$ cat config.mk
export PLATFORM = sky130hd
export DESIGN_NAME = poly_eval_top
export DESIGN_NICKNAME = d
export VERILOG_FILES = /design/src/poly_data_pkg.sv /design/src/poly_ctrl_pkg.sv /design/src/sample_rx.sv /design/src/pow_pipe.sv /design/src/coef_pipe.sv /design/src/poly_combine.sv /design/src/result_tx.sv /design/src/poly_eval_top.sv
export SDC_FILE = /design/constraint.sdc
export NUM_CORES = 2
export LEC_CHECK = 0
export BUFFER_PORTS_ARGS = -buffer_cell sky130_fd_sc_hd__buf_2
export CORE_UTILIZATION = 30
export CTS_CLUSTER_DIAMETER = 40
export DETAILED_ROUTE_END_ITERATION = 6
export PLACE_DENSITY = 0.5
export SETUP_SLACK_MARGIN = 0.05
export SYNTH_ARGS = -nofsm -noshare
export SYNTH_HDL_FRONTEND = slang
export SYNTH_HIERARCHICAL = 1
export SYNTH_SLANG_ARGS = --single-unit
$ cat constraint.sdc
create_clock -name clk -period 114.5 [get_ports clk]
set_input_delay 5.725 -clock clk [delete_from_list [all_inputs] [get_ports clk]]
set_output_delay 5.725 -clock clk [all_outputs]
set_load 0.01 [all_outputs]
$ cat src/poly_data_pkg.sv
`default_nettype none

// Widths and stage counts of the polynomial datapath
package poly_data_pkg;

    localparam int W        = 16;

    // Power stages produce x^2 up to x^(N_STAGES + 1)
    localparam int N_STAGES = 4;

    // One coefficient per power from x^0 to x^(N_STAGES + 1)
    localparam int N_COEFS  = N_STAGES + 2;

    // Samples, powers, products and sums share one width and wrap modulo 2^W
    typedef logic [W - 1:0] data_t;

    typedef logic [W - 1:0] coef_t;

    typedef logic [$clog2(N_COEFS) - 1:0] coef_addr_t;

endpackage

`default_nettype wire

$ cat src/poly_ctrl_pkg.sv
`default_nettype none

// Handshake control definitions
package poly_ctrl_pkg;

    // Receiver: idle, sample just captured, waiting for in_req to drop
    typedef enum logic [1:0]
    {
        RX_IDLE,
        RX_ACK,
        RX_WAIT_LOW
    } rx_state_t;

    // Sender: idle, result offered, waiting for out_ack to drop
    typedef enum logic [1:0]
    {
        TX_IDLE,
        TX_REQ,
        TX_WAIT_LOW
    } tx_state_t;

    // Cycles from in_ack rising to out_req rising with the output idle
    localparam int LATENCY = poly_data_pkg::N_STAGES + 3;

endpackage

`default_nettype wire

$ cat src/sample_rx.sv
`timescale 1ns/100ps
`default_nettype none

module sample_rx
(
    input  logic                 clk,
    input  logic                 rst_n,
    input  logic                 in_req,
    output logic                 in_ack,
    input  poly_data_pkg::data_t in_data,
    input  logic                 pipe_en,
    output logic                 sample_vld,
    output poly_data_pkg::data_t sample_x
);

    import poly_ctrl_pkg::*;

    rx_state_t state;

    always_ff @(posedge clk or negedge rst_n)
    begin
        if (!rst_n)
        begin
            state <= RX_IDLE;
        end
        else
        begin
            case (state)
                RX_IDLE:
                    if (pipe_en && in_req)
                        state <= RX_ACK;
                // The sample stays offered until the pipeline takes it
                RX_ACK:
                    if (pipe_en)
                        state <= RX_WAIT_LOW;
                RX_WAIT_LOW:
                    if (!in_req)
                        state <= RX_IDLE;
                default:
                    state <= RX_IDLE;
            endcase
        end
    end

    always_ff @(posedge clk)
    begin
        if (state == RX_IDLE && pipe_en && in_req)
            sample_x <= in_data;
    end

    // in_ack stays up from the capture until in_req has dropped
    assign in_ack     = (state != RX_IDLE);
    assign sample_vld = (state == RX_ACK);

endmodule

`default_nettype wire

$ cat src/pow_pipe.sv
`timescale 1ns/100ps
`default_nettype none

module pow_pipe
(
    input  logic                                                clk,
    input  logic                                                rst_n,
    input  logic                                                pipe_en,
    input  logic                                                sample_vld,
    input  poly_data_pkg::data_t                                sample_x,
    output poly_data_pkg::data_t                                pow_x1,
    output logic                 [poly_data_pkg::N_STAGES:0]     pow_vld,
    output poly_data_pkg::data_t [poly_data_pkg::N_STAGES - 1:0] pow_bus
);

    import poly_data_pkg::*;

    // Delay line of the sample, so stage k multiplies by x from the same sample
    data_t              x_reg   [1:N_STAGES];
    data_t              pw      [2:N_STAGES + 1];
    logic  [1:N_STAGES + 1] vld_reg;

    always_ff @(posedge clk or negedge rst_n)
    begin
        if (!rst_n)
        begin
            vld_reg <= '0;
        end
        else if (pipe_en)
        begin
            vld_reg[1] <= sample_vld;
            for (int i = 1; i <= N_STAGES; i++)
                vld_reg[i + 1] <= vld_reg[i];
        end
    end

    always_ff @(posedge clk)
    begin
        if (pipe_en)
        begin
            x_reg[1] <= sample_x;
            for (int i = 1; i <= N_STAGES - 1; i++)
                x_reg[i + 1] <= x_reg[i];

            pw[2] <= x_reg[1] * x_reg[1];
            for (int i = 2; i <= N_STAGES; i++)
                pw[i + 1] <= pw[i] * x_reg[i];
        end
    end

    assign pow_x1 = x_reg[1];

    // Bit 0 of pow_vld belongs to x itself, bit k to power k + 1
    always_comb
    begin
        for (int k = 1; k <= N_STAGES + 1; k++)
            pow_vld[k - 1] = vld_reg[k];
        for (int k = 2; k <= N_STAGES + 1; k++)
            pow_bus[k - 2] = pw[k];
    end

endmodule

`default_nettype wire

$ cat src/coef_pipe.sv
`timescale 1ns/100ps
`default_nettype none

module coef_pipe
(
    input  logic                                                clk,
    input  logic                                                rst_n,
    input  logic                                                pipe_en,
    input  logic                                                coef_we,
    input  poly_data_pkg::coef_addr_t                           coef_addr,
    input  poly_data_pkg::coef_t                                coef_wdata,
    input  logic                                                sample_vld,
    output poly_data_pkg::coef_t                                coef_c0,
    output poly_data_pkg::coef_t                                coef_c1,
    output poly_data_pkg::coef_t [poly_data_pkg::N_STAGES - 1:0] coef_stage
);

    import poly_data_pkg::*;

    coef_t bank      [N_COEFS];
    coef_t held_bank [N_COEFS];
    logic  held;

    // Row s is the snapshot after enabled edge Es; only c_s and above still travel
    coef_t snap      [1:N_STAGES + 1][N_COEFS];

    always_ff @(posedge clk or negedge rst_n)
    begin
        if (!rst_n)
        begin
            for (int i = 0; i < N_COEFS; i++)
                bank[i] <= '0;
        end
        else if (coef_we && coef_addr < N_COEFS)
        begin
            bank[coef_addr] <= coef_wdata;
        end
    end

    // A sample waiting through a stall keeps the bank as it was at acceptance
    always_ff @(posedge clk or negedge rst_n)
    begin
        if (!rst_n)
            held <= 1'b0;
        else if (pipe_en)
            held <= 1'b0;
        else if (sample_vld)
            held <= 1'b1;
    end

    always_ff @(posedge clk)
    begin
        if (sample_vld && !pipe_en && !held)
        begin
            for (int i = 0; i < N_COEFS; i++)
                held_bank[i] <= bank[i];
        end
    end

    always_ff @(posedge clk)
    begin
        if (pipe_en)
        begin
            for (int i = 0; i < N_COEFS; i++)
                snap[1][i] <= held ? held_bank[i] : bank[i];
            for (int s = 2; s <= N_STAGES + 1; s++)
                for (int i = s; i < N_COEFS; i++)
                    snap[s][i] <= snap[s - 1][i];
        end
    end

    assign coef_c0 = snap[1][0];
    assign coef_c1 = snap[1][1];

    // Coefficient k leaves from row k, in step with power k
    always_comb
    begin
        for (int k = 0; k < N_STAGES; k++)
            coef_stage[k] = snap[k + 2][k + 2];
    end

endmodule

`default_nettype wire

$ cat src/poly_combine.sv
`timescale 1ns/100ps
`default_nettype none

module poly_combine
(
    input  logic                                                clk,
    input  logic                                                rst_n,
    input  logic                                                pipe_en,
    input  poly_data_pkg::data_t                                pow_x1,
    input  logic                 [poly_data_pkg::N_STAGES:0]     pow_vld,
    input  poly_data_pkg::data_t [poly_data_pkg::N_STAGES - 1:0] pow_bus,
    input  poly_data_pkg::coef_t                                coef_c0,
    input  poly_data_pkg::coef_t                                coef_c1,
    input  poly_data_pkg::coef_t [poly_data_pkg::N_STAGES - 1:0] coef_stage,
    output logic                                                sum_vld,
    output poly_data_pkg::data_t                                sum_data
);

    import poly_data_pkg::*;

    // Partial sum k covers the terms up to x^k
    data_t                  acc [1:N_STAGES + 1];
    logic  [1:N_STAGES + 1] vld;

    // A partial sum is valid once the sum before it and its own power are
    always_ff @(posedge clk or negedge rst_n)
    begin
        if (!rst_n)
        begin
            vld <= '0;
        end
        else if (pipe_en)
        begin
            vld[1] <= pow_vld[0];
            for (int k = 2; k <= N_STAGES + 1; k++)
                vld[k] <= vld[k - 1] && pow_vld[k - 1];
        end
    end

    always_ff @(posedge clk)
    begin
        if (pipe_en)
        begin
            acc[1] <= coef_c0 + coef_c1 * pow_x1;
            for (int k = 2; k <= N_STAGES + 1; k++)
                acc[k] <= acc[k - 1] + coef_stage[k - 2] * pow_bus[k - 2];
        end
    end

    assign sum_vld  = vld[N_STAGES + 1];
    assign sum_data = acc[N_STAGES + 1];

endmodule

`default_nettype wire

$ cat src/result_tx.sv
`timescale 1ns/100ps
`default_nettype none

module result_tx
(
    input  logic                 clk,
    input  logic                 rst_n,
    input  logic                 sum_vld,
    input  poly_data_pkg::data_t sum_data,
    output logic                 out_req,
    input  logic                 out_ack,
    output poly_data_pkg::data_t out_data,
    output logic                 pipe_en
);

    import poly_ctrl_pkg::*;

    tx_state_t state;

    always_ff @(posedge clk or negedge rst_n)
    begin
        if (!rst_n)
        begin
            state <= TX_IDLE;
        end
        else
        begin
            case (state)
                TX_IDLE:
                    if (sum_vld)
                        state <= TX_REQ;
                TX_REQ:
                    if (out_ack)
                        state <= TX_WAIT_LOW;
                TX_WAIT_LOW:
                    if (!out_ack)
                        state <= TX_IDLE;
                default:
                    state <= TX_IDLE;
            endcase
        end
    end

    always_ff @(posedge clk)
    begin
        if (state == TX_IDLE && sum_vld)
            out_data <= sum_data;
    end

    assign out_req = (state == TX_REQ);

    // The datapath only moves while no result is held here
    assign pipe_en = (state == TX_IDLE);

endmodule

`default_nettype wire

$ cat src/poly_eval_top.sv
`timescale 1ns/100ps
`default_nettype none

module poly_eval_top
(
    input  logic                       clk,
    input  logic                       rst_n,
    input  logic                       in_req,
    output logic                       in_ack,
    input  poly_data_pkg::data_t       in_data,
    input  logic                       coef_we,
    input  poly_data_pkg::coef_addr_t  coef_addr,
    input  poly_data_pkg::coef_t       coef_wdata,
    output logic                       out_req,
    input  logic                       out_ack,
    output poly_data_pkg::data_t       out_data
);

    import poly_data_pkg::*;

    logic                         pipe_en;
    logic                         sample_vld;
    data_t                        sample_x;
    data_t                        pow_x1;
    logic  [N_STAGES:0]           pow_vld;
    data_t [N_STAGES - 1:0]       pow_bus;
    coef_t                        coef_c0;
    coef_t                        coef_c1;
    coef_t [N_STAGES - 1:0]       coef_stage;
    logic                         sum_vld;
    data_t                        sum_data;

    sample_rx u_rx
    (
        .clk        ( clk        ),
        .rst_n      ( rst_n      ),
        .in_req     ( in_req     ),
        .in_ack     ( in_ack     ),
        .in_data    ( in_data    ),
        .pipe_en    ( pipe_en    ),
        .sample_vld ( sample_vld ),
        .sample_x   ( sample_x   )
    );

    // Powers and coefficients run side by side and meet in the combiner
    pow_pipe u_pow
    (
        .clk        ( clk        ),
        .rst_n      ( rst_n      ),
        .pipe_en    ( pipe_en    ),
        .sample_vld ( sample_vld ),
        .sample_x   ( sample_x   ),
        .pow_x1     ( pow_x1     ),
        .pow_vld    ( pow_vld    ),
        .pow_bus    ( pow_bus    )
    );

    coef_pipe u_coef
    (
        .clk        ( clk        ),
        .rst_n      ( rst_n      ),
        .pipe_en    ( pipe_en    ),
        .coef_we    ( coef_we    ),
        .coef_addr  ( coef_addr  ),
        .coef_wdata ( coef_wdata ),
        .sample_vld ( sample_vld ),
        .coef_c0    ( coef_c0    ),
        .coef_c1    ( coef_c1    ),
        .coef_stage ( coef_stage )
    );

    poly_combine u_comb
    (
        .clk        ( clk        ),
        .rst_n      ( rst_n      ),
        .pipe_en    ( pipe_en    ),
        .pow_x1     ( pow_x1     ),
        .pow_vld    ( pow_vld    ),
        .pow_bus    ( pow_bus    ),
        .coef_c0    ( coef_c0    ),
        .coef_c1    ( coef_c1    ),
        .coef_stage ( coef_stage ),
        .sum_vld    ( sum_vld    ),
        .sum_data   ( sum_data   )
    );

    result_tx u_tx
    (
        .clk        ( clk        ),
        .rst_n      ( rst_n      ),
        .sum_vld    ( sum_vld    ),
        .sum_data   ( sum_data   ),
        .out_req    ( out_req    ),
        .out_ack    ( out_ack    ),
        .out_data   ( out_data   ),
        .pipe_en    ( pipe_en    )
    );

endmodule

`default_nettype wire

Word level (Yosys, flattened, before mapping)
Memories as Yosys holds them, arrays and structs flattened. A register that Yosys moved wholly into a read port is not among the register bits.
Cells that the tools add are included.
- flip-flop bits (word level): 127
- RAM bits: 784
- bits of input ports: 40
- output and inout port bits: 18
- word-level logic and storage cells: 88
- memories: 5
- add/subtract/negate cells: 5
- multipliers: 9
- magnitude comparators: 3
- eq/ne operators: 10
- multiplexer cells: 23
- bitwise gates (word level): 1
- reduce and logical (&&, ||, !) cells: 20
- memory list (memory ; words ; width ; rd ports ; clocked after memory_dff ; wr ports ; line ; source):
    u_coef.snap ; 5 ; 96 ; 5 ; 0 ; 5 ; coef_pipe.sv:25 ; coef_t snap [1:N_STAGES + 1][N_COEFS];
    u_coef.held_bank ; 6 ; 16 ; 6 ; 0 ; 6 ; coef_pipe.sv:21 ; coef_t held_bank [N_COEFS];
    u_comb.acc ; 5 ; 16 ; 5 ; 1 ; 5 ; poly_combine.sv:22 ; data_t acc [1:N_STAGES + 1];
    u_pow.pw ; 4 ; 16 ; 4 ; 0 ; 4 ; pow_pipe.sv:20 ; data_t pw [2:N_STAGES + 1];
    u_pow.x_reg ; 4 ; 16 ; 4 ; 0 ; 4 ; pow_pipe.sv:19 ; data_t x_reg [1:N_STAGES];
- operator list (cell ; number):
    16-bit by 16-bit multiplier with 16-bit output ; 9
    16-bit 2-to-1 mux ; 7
    96-bit bitwise mux ; 1
    16-bit adder ; 5
    16-bit demux with 3-bit select ; 1
    1-bit logical AND ; 12
    2-bit 2-to-1 mux ; 6
    2-bit case mux with 3 select lines ; 2
    2-bit by 1-bit != test with 1-bit output (second input constant) ; 4
    1-bit 2-to-1 mux ; 6
    3-bit AND reduction ; 2
    2-bit by 1-bit == test with 1-bit output (second input constant) ; 2
    2-bit == test (second input constant) ; 2
    4-bit greater-or-equal comparator (second input constant) ; 1
    2-bit zero test ; 2
    4-bit by 1-bit < comparator with 1-bit output (second input constant) ; 1
    2-bit != test (second input constant) ; 2
    3-bit inverter with 4-bit output ; 1
    2-bit nonzero test ; 2
    3-bit < comparator (second input constant) ; 1
    1-bit zero test ; 2

Logic depth before layout (Yosys ltp)
- depth in word-level cells: 6
- depth in mapped cells: 22
- depth with buffers taken out: 22

Hierarchy
The synthesis kept the hierarchy.
- modules (own cells, without submodules) (module ; instances ; cells each ; area an instance (µm²) ; seq. area each (µm²)):
    poly_combine ; 1 ; 2759 ; 24677.4 ; 2527.4
    pow_pipe ; 1 ; 1866 ; 18622.9 ; 3848.7
    coef_pipe ; 1 ; 767 ; 16181.8 ; 12997.5
    sample_rx ; 1 ; 26 ; 586.8 ; 530.5
    result_tx ; 1 ; 25 ; 573.0 ; 530.5

Worst setup path before layout
No wires, ideal clock.
- path type: reg-to-reg
- start point: reg u_tx.state[0]
- end point: mem u_coef/held_bank[0][0] (netlist name) (enable)
- setup time: 6.257 ns
- arrival time: 48.350 ns
- data required time: 108.243 ns
- slack: 59.893 ns
- cell stages (with the launch flop): 3
- path buffers: 0
- clock period less this slack: 54.607 ns
- path through: dfrtp_1 > nor2_1 > nor3b_1
- RTL lines (element ; line ; source):
    start: declaration ; result_tx.sv:18 ; tx_state_t state;
    start signal: assignment ; result_tx.sv:24 ; state <= TX_IDLE;
    start signal: assignment ; result_tx.sv:31 ; state <= TX_REQ;
    start signal: assignment ; result_tx.sv:34 ; state <= TX_WAIT_LOW;
    end: declaration ; coef_pipe.sv:21 ;

Worst setup path after layout
- start point: reg u_rx.state[0]
- end point: out in_ack
- longest elaborated chain between the ends: 1
- ends and longest elaborated chain (element ; line ; source):
    start: declaration ; sample_rx.sv:18 ; rx_state_t state;
    start signal: assignment ; sample_rx.sv:24 ; state <= RX_IDLE;
    start signal: assignment ; sample_rx.sv:31 ; state <= RX_ACK;
    start signal: assignment ; sample_rx.sv:35 ; state <= RX_WAIT_LOW;
    2-bit nonzero test ; sample_rx.sv:52 ; assign in_ack = (state != RX_IDLE);
    end: declaration ; poly_eval_top.sv:9 ; output logic in_ack,
Every way passes these cells.

==> metrics.yaml <==
cts.sinks: 699
grt_usage: 0.131
cts_tree: "yes"
syn_avg_cell_area_um2: 11.1
ctsResizeCount: 0
drt_iter0_drc: 1281
cts.reportedPaths.clkPinSlew_ps: 60
yosys_most_used_dff: "edfxtp_1"
max_freq_mhz: 137
synth_seq_cells: 699
fin_crit_sh: 0.0636
async_reset_ff_frac: 0.159
layout_common_cells: "1232 x inv_1, 765 x fa_1, 677 x nand2_1, 588 x edfxtp_1, 456 x ha_1"
critPathRequiredTime_ps: 108780
grt_pass1_vias: 37900
drt-total-wl_um: 131000
cts_buffer_depth: 3
portBuffers: 57
grt-ovfl-total: 0
min_path_type: "reg -> reg"
final_common_cell: "inv_1"
final_hold_viol_count: 0
hold_depth: 0
syn2layout_area_growth_pct: 9.84
synth_nets: 6704
vias: 34700
path_max_fanout: 3
grt_start_max_net_pins: 79
drt-met1-wl_um: 60600
r2r_end: "u_comb/acc[0][63]$_DFFE_PP_"
die_y_um: 452
top_layer: "met4"
period_needed_ps: 7280
wl_met2_um: 62900
r2r-start: "u_pow/pw[2][2]$_DFFE_PP_"
synth_area_mm2: 0.0606
top_register: "u_coef/snap"
tightest_slew_ps: 1200
design.core.area_mm2: 0.200
numCtsBuffers: 104
cts_htree_levels: 3
skew_ps: 105
chipWidth_um: 452
antenna_found_initial: 4
rsz0062_at_grt: "false"
synth_edf_count: 588
reg2reg_slack_ps: 108340
synth.distinct_cells: 74
crit_type: "reg -> out"
yosysSeqAreaShare: 0.337
drive_above_1_share: 0.0949
slew_viol_final: 0
yosysWarnings: 6
biggestRegsByFlops: "u_coef/snap x256, u_coef/bank x96, u_coef/held_bank x96"
arrival_ps: 1560
drt_first_pass_iters: 6
end_kind: "output pin"
grt_first_pass_wirelength_um: 211000
post_cts_buffers: 0
io_pins: 58
slew_headroom: 0.200
ant_nets: 0
dieArea_mm2: 0.204
largest_register_ffs: 256
min_to: "u_coef/snap[0][244]$_DFFE_PP_"
avgViaCountPerCell: 4.28
ctsHoldBuffers: 0
gp_congestion: 0.792
ff2ff_path_depth: 16
finalSetupTns_ps: 0
rows: 164
start_util: 0.303
routedWlPerCell_um: 16.1
setup-violations-final: 0
cap_violations: 0
synthCells: 5443
startpoint_type: "flop"
drcViolationCount: 0
crit_start: "u_rx/state[0]$_DFFE_PN0P_"
fin_nets: 6618
status: "finished, final reports clean"
root_buffer: "clkbuf_16"
dp_hpwl_um: 98500
clkLatencyLatePin_ps: 770
worstHoldStart: "u_coef/snap[0][212]$_DFFE_PP_"
met3WireLength_um: 4270
cells by family (layout without fill, tap and decap cells):
family                     after synthesis  in the layout  share of synthesized area
AOI/OAI and AO/OA                      206            206                     0.0226
xor gates and xnor gates               338            338                     0.0504
adders and majority gates             1221           1221                      0.347
buffers and inverters                 1510           1516                      0.103
DFF                                    699            699                      0.337
muxes                                  200            200                     0.0377
other                                    1              3                  0.0000618
and+or+nand+nor                       1268           1268                      0.102
cell usage after synthesis, types with 14 or more instances:
cell | instances | area share
inv_1 | 1232 | 0.076
fa_1 | 765 | 0.25
nand2_1 | 677 | 0.042
edfxtp_1 | 588 | 0.29
ha_1 | 456 | 0.094
and2_1 | 445 | 0.046
xnor2_1 | 261 | 0.038
mux2_2 | 187 | 0.035
buf_4 | 133 | 0.016
dfrtp_1 | 111 | 0.046
clkbuf_1 | 108 | 0.0067
xor2_1 | 68 | 0.0098
a21oi_1 | 52 | 0.0043
nor2_1 | 39 | 0.0024
o21ai_0 | 32 | 0.0026
a21o_1 | 26 | 0.0032
o21a_1 | 25 | 0.0031
buf_2 | 22 | 0.0018
nor2b_1 | 20 | 0.0021
and2_2 | 15 | 0.0019
nor3_1 | 14 | 0.0012
stage by stage:
stage / instance area (um2) / setup WS [ps] / utilization / std cells / hold WS (ps)
global route: 66600 / 107130 / 0.333 / 8105 / 409
CTS: 66600 / 107130 / 0.333 / 8105 / 390
detailed placement: 62800 / 107300 / 0.314 / 7907 / 405
global placement: 62800 / 107360 / 0.314 / 7907 / 403
finish: 66600 / 107220 / 0.333 / 8107 / 381
floorplan: 60600 / 59890 / - / 5443 / 400
how the worst max path moves through the flow:
stage,end,slack [ps]
5_1_grt,in_ack,107130
3_3_place_gp,u_coef/bank[68]$_DFFE_PN0P_,107360
6_report,in_ack,107220
3_5_place_dp,u_coef/bank[67]$_DFFE_PN0P_,107300
4_1_cts,in_ack,107130
2_1_floorplan,u_coef/held_bank[0][0]$_DFFE_PP_,59890
area by class of cell:
class,count,area [um2]
Timing Repair Buffer,86,505
Inverter,1232,4620
Antenna cell,2,5.00
Fill cell,20300,134000
Tap cell,2656,3320
Clock inverter,82,1070
Multi-Input combinational cell,3234,34000
Sequential cell,699,20400
Clock buffer,116,2690
critical path: stages, from the launching register on:
cell and delay, ps:
dfrtp_1 390, or2_4 270, buf_2 140
routing by layer:
layer | vias up | global-route usage
li1 | 16400 | -
met1 | 17600 | 0.173
met2 | 496 | 0.222
met3 | 177 | 0.0197
met4 | 0 | 0.0349
met5 | - | 0
Power is left out: the tool's default activity adds up to more than one toggle a clock period on the data nets, which glitch-free logic cannot reach.
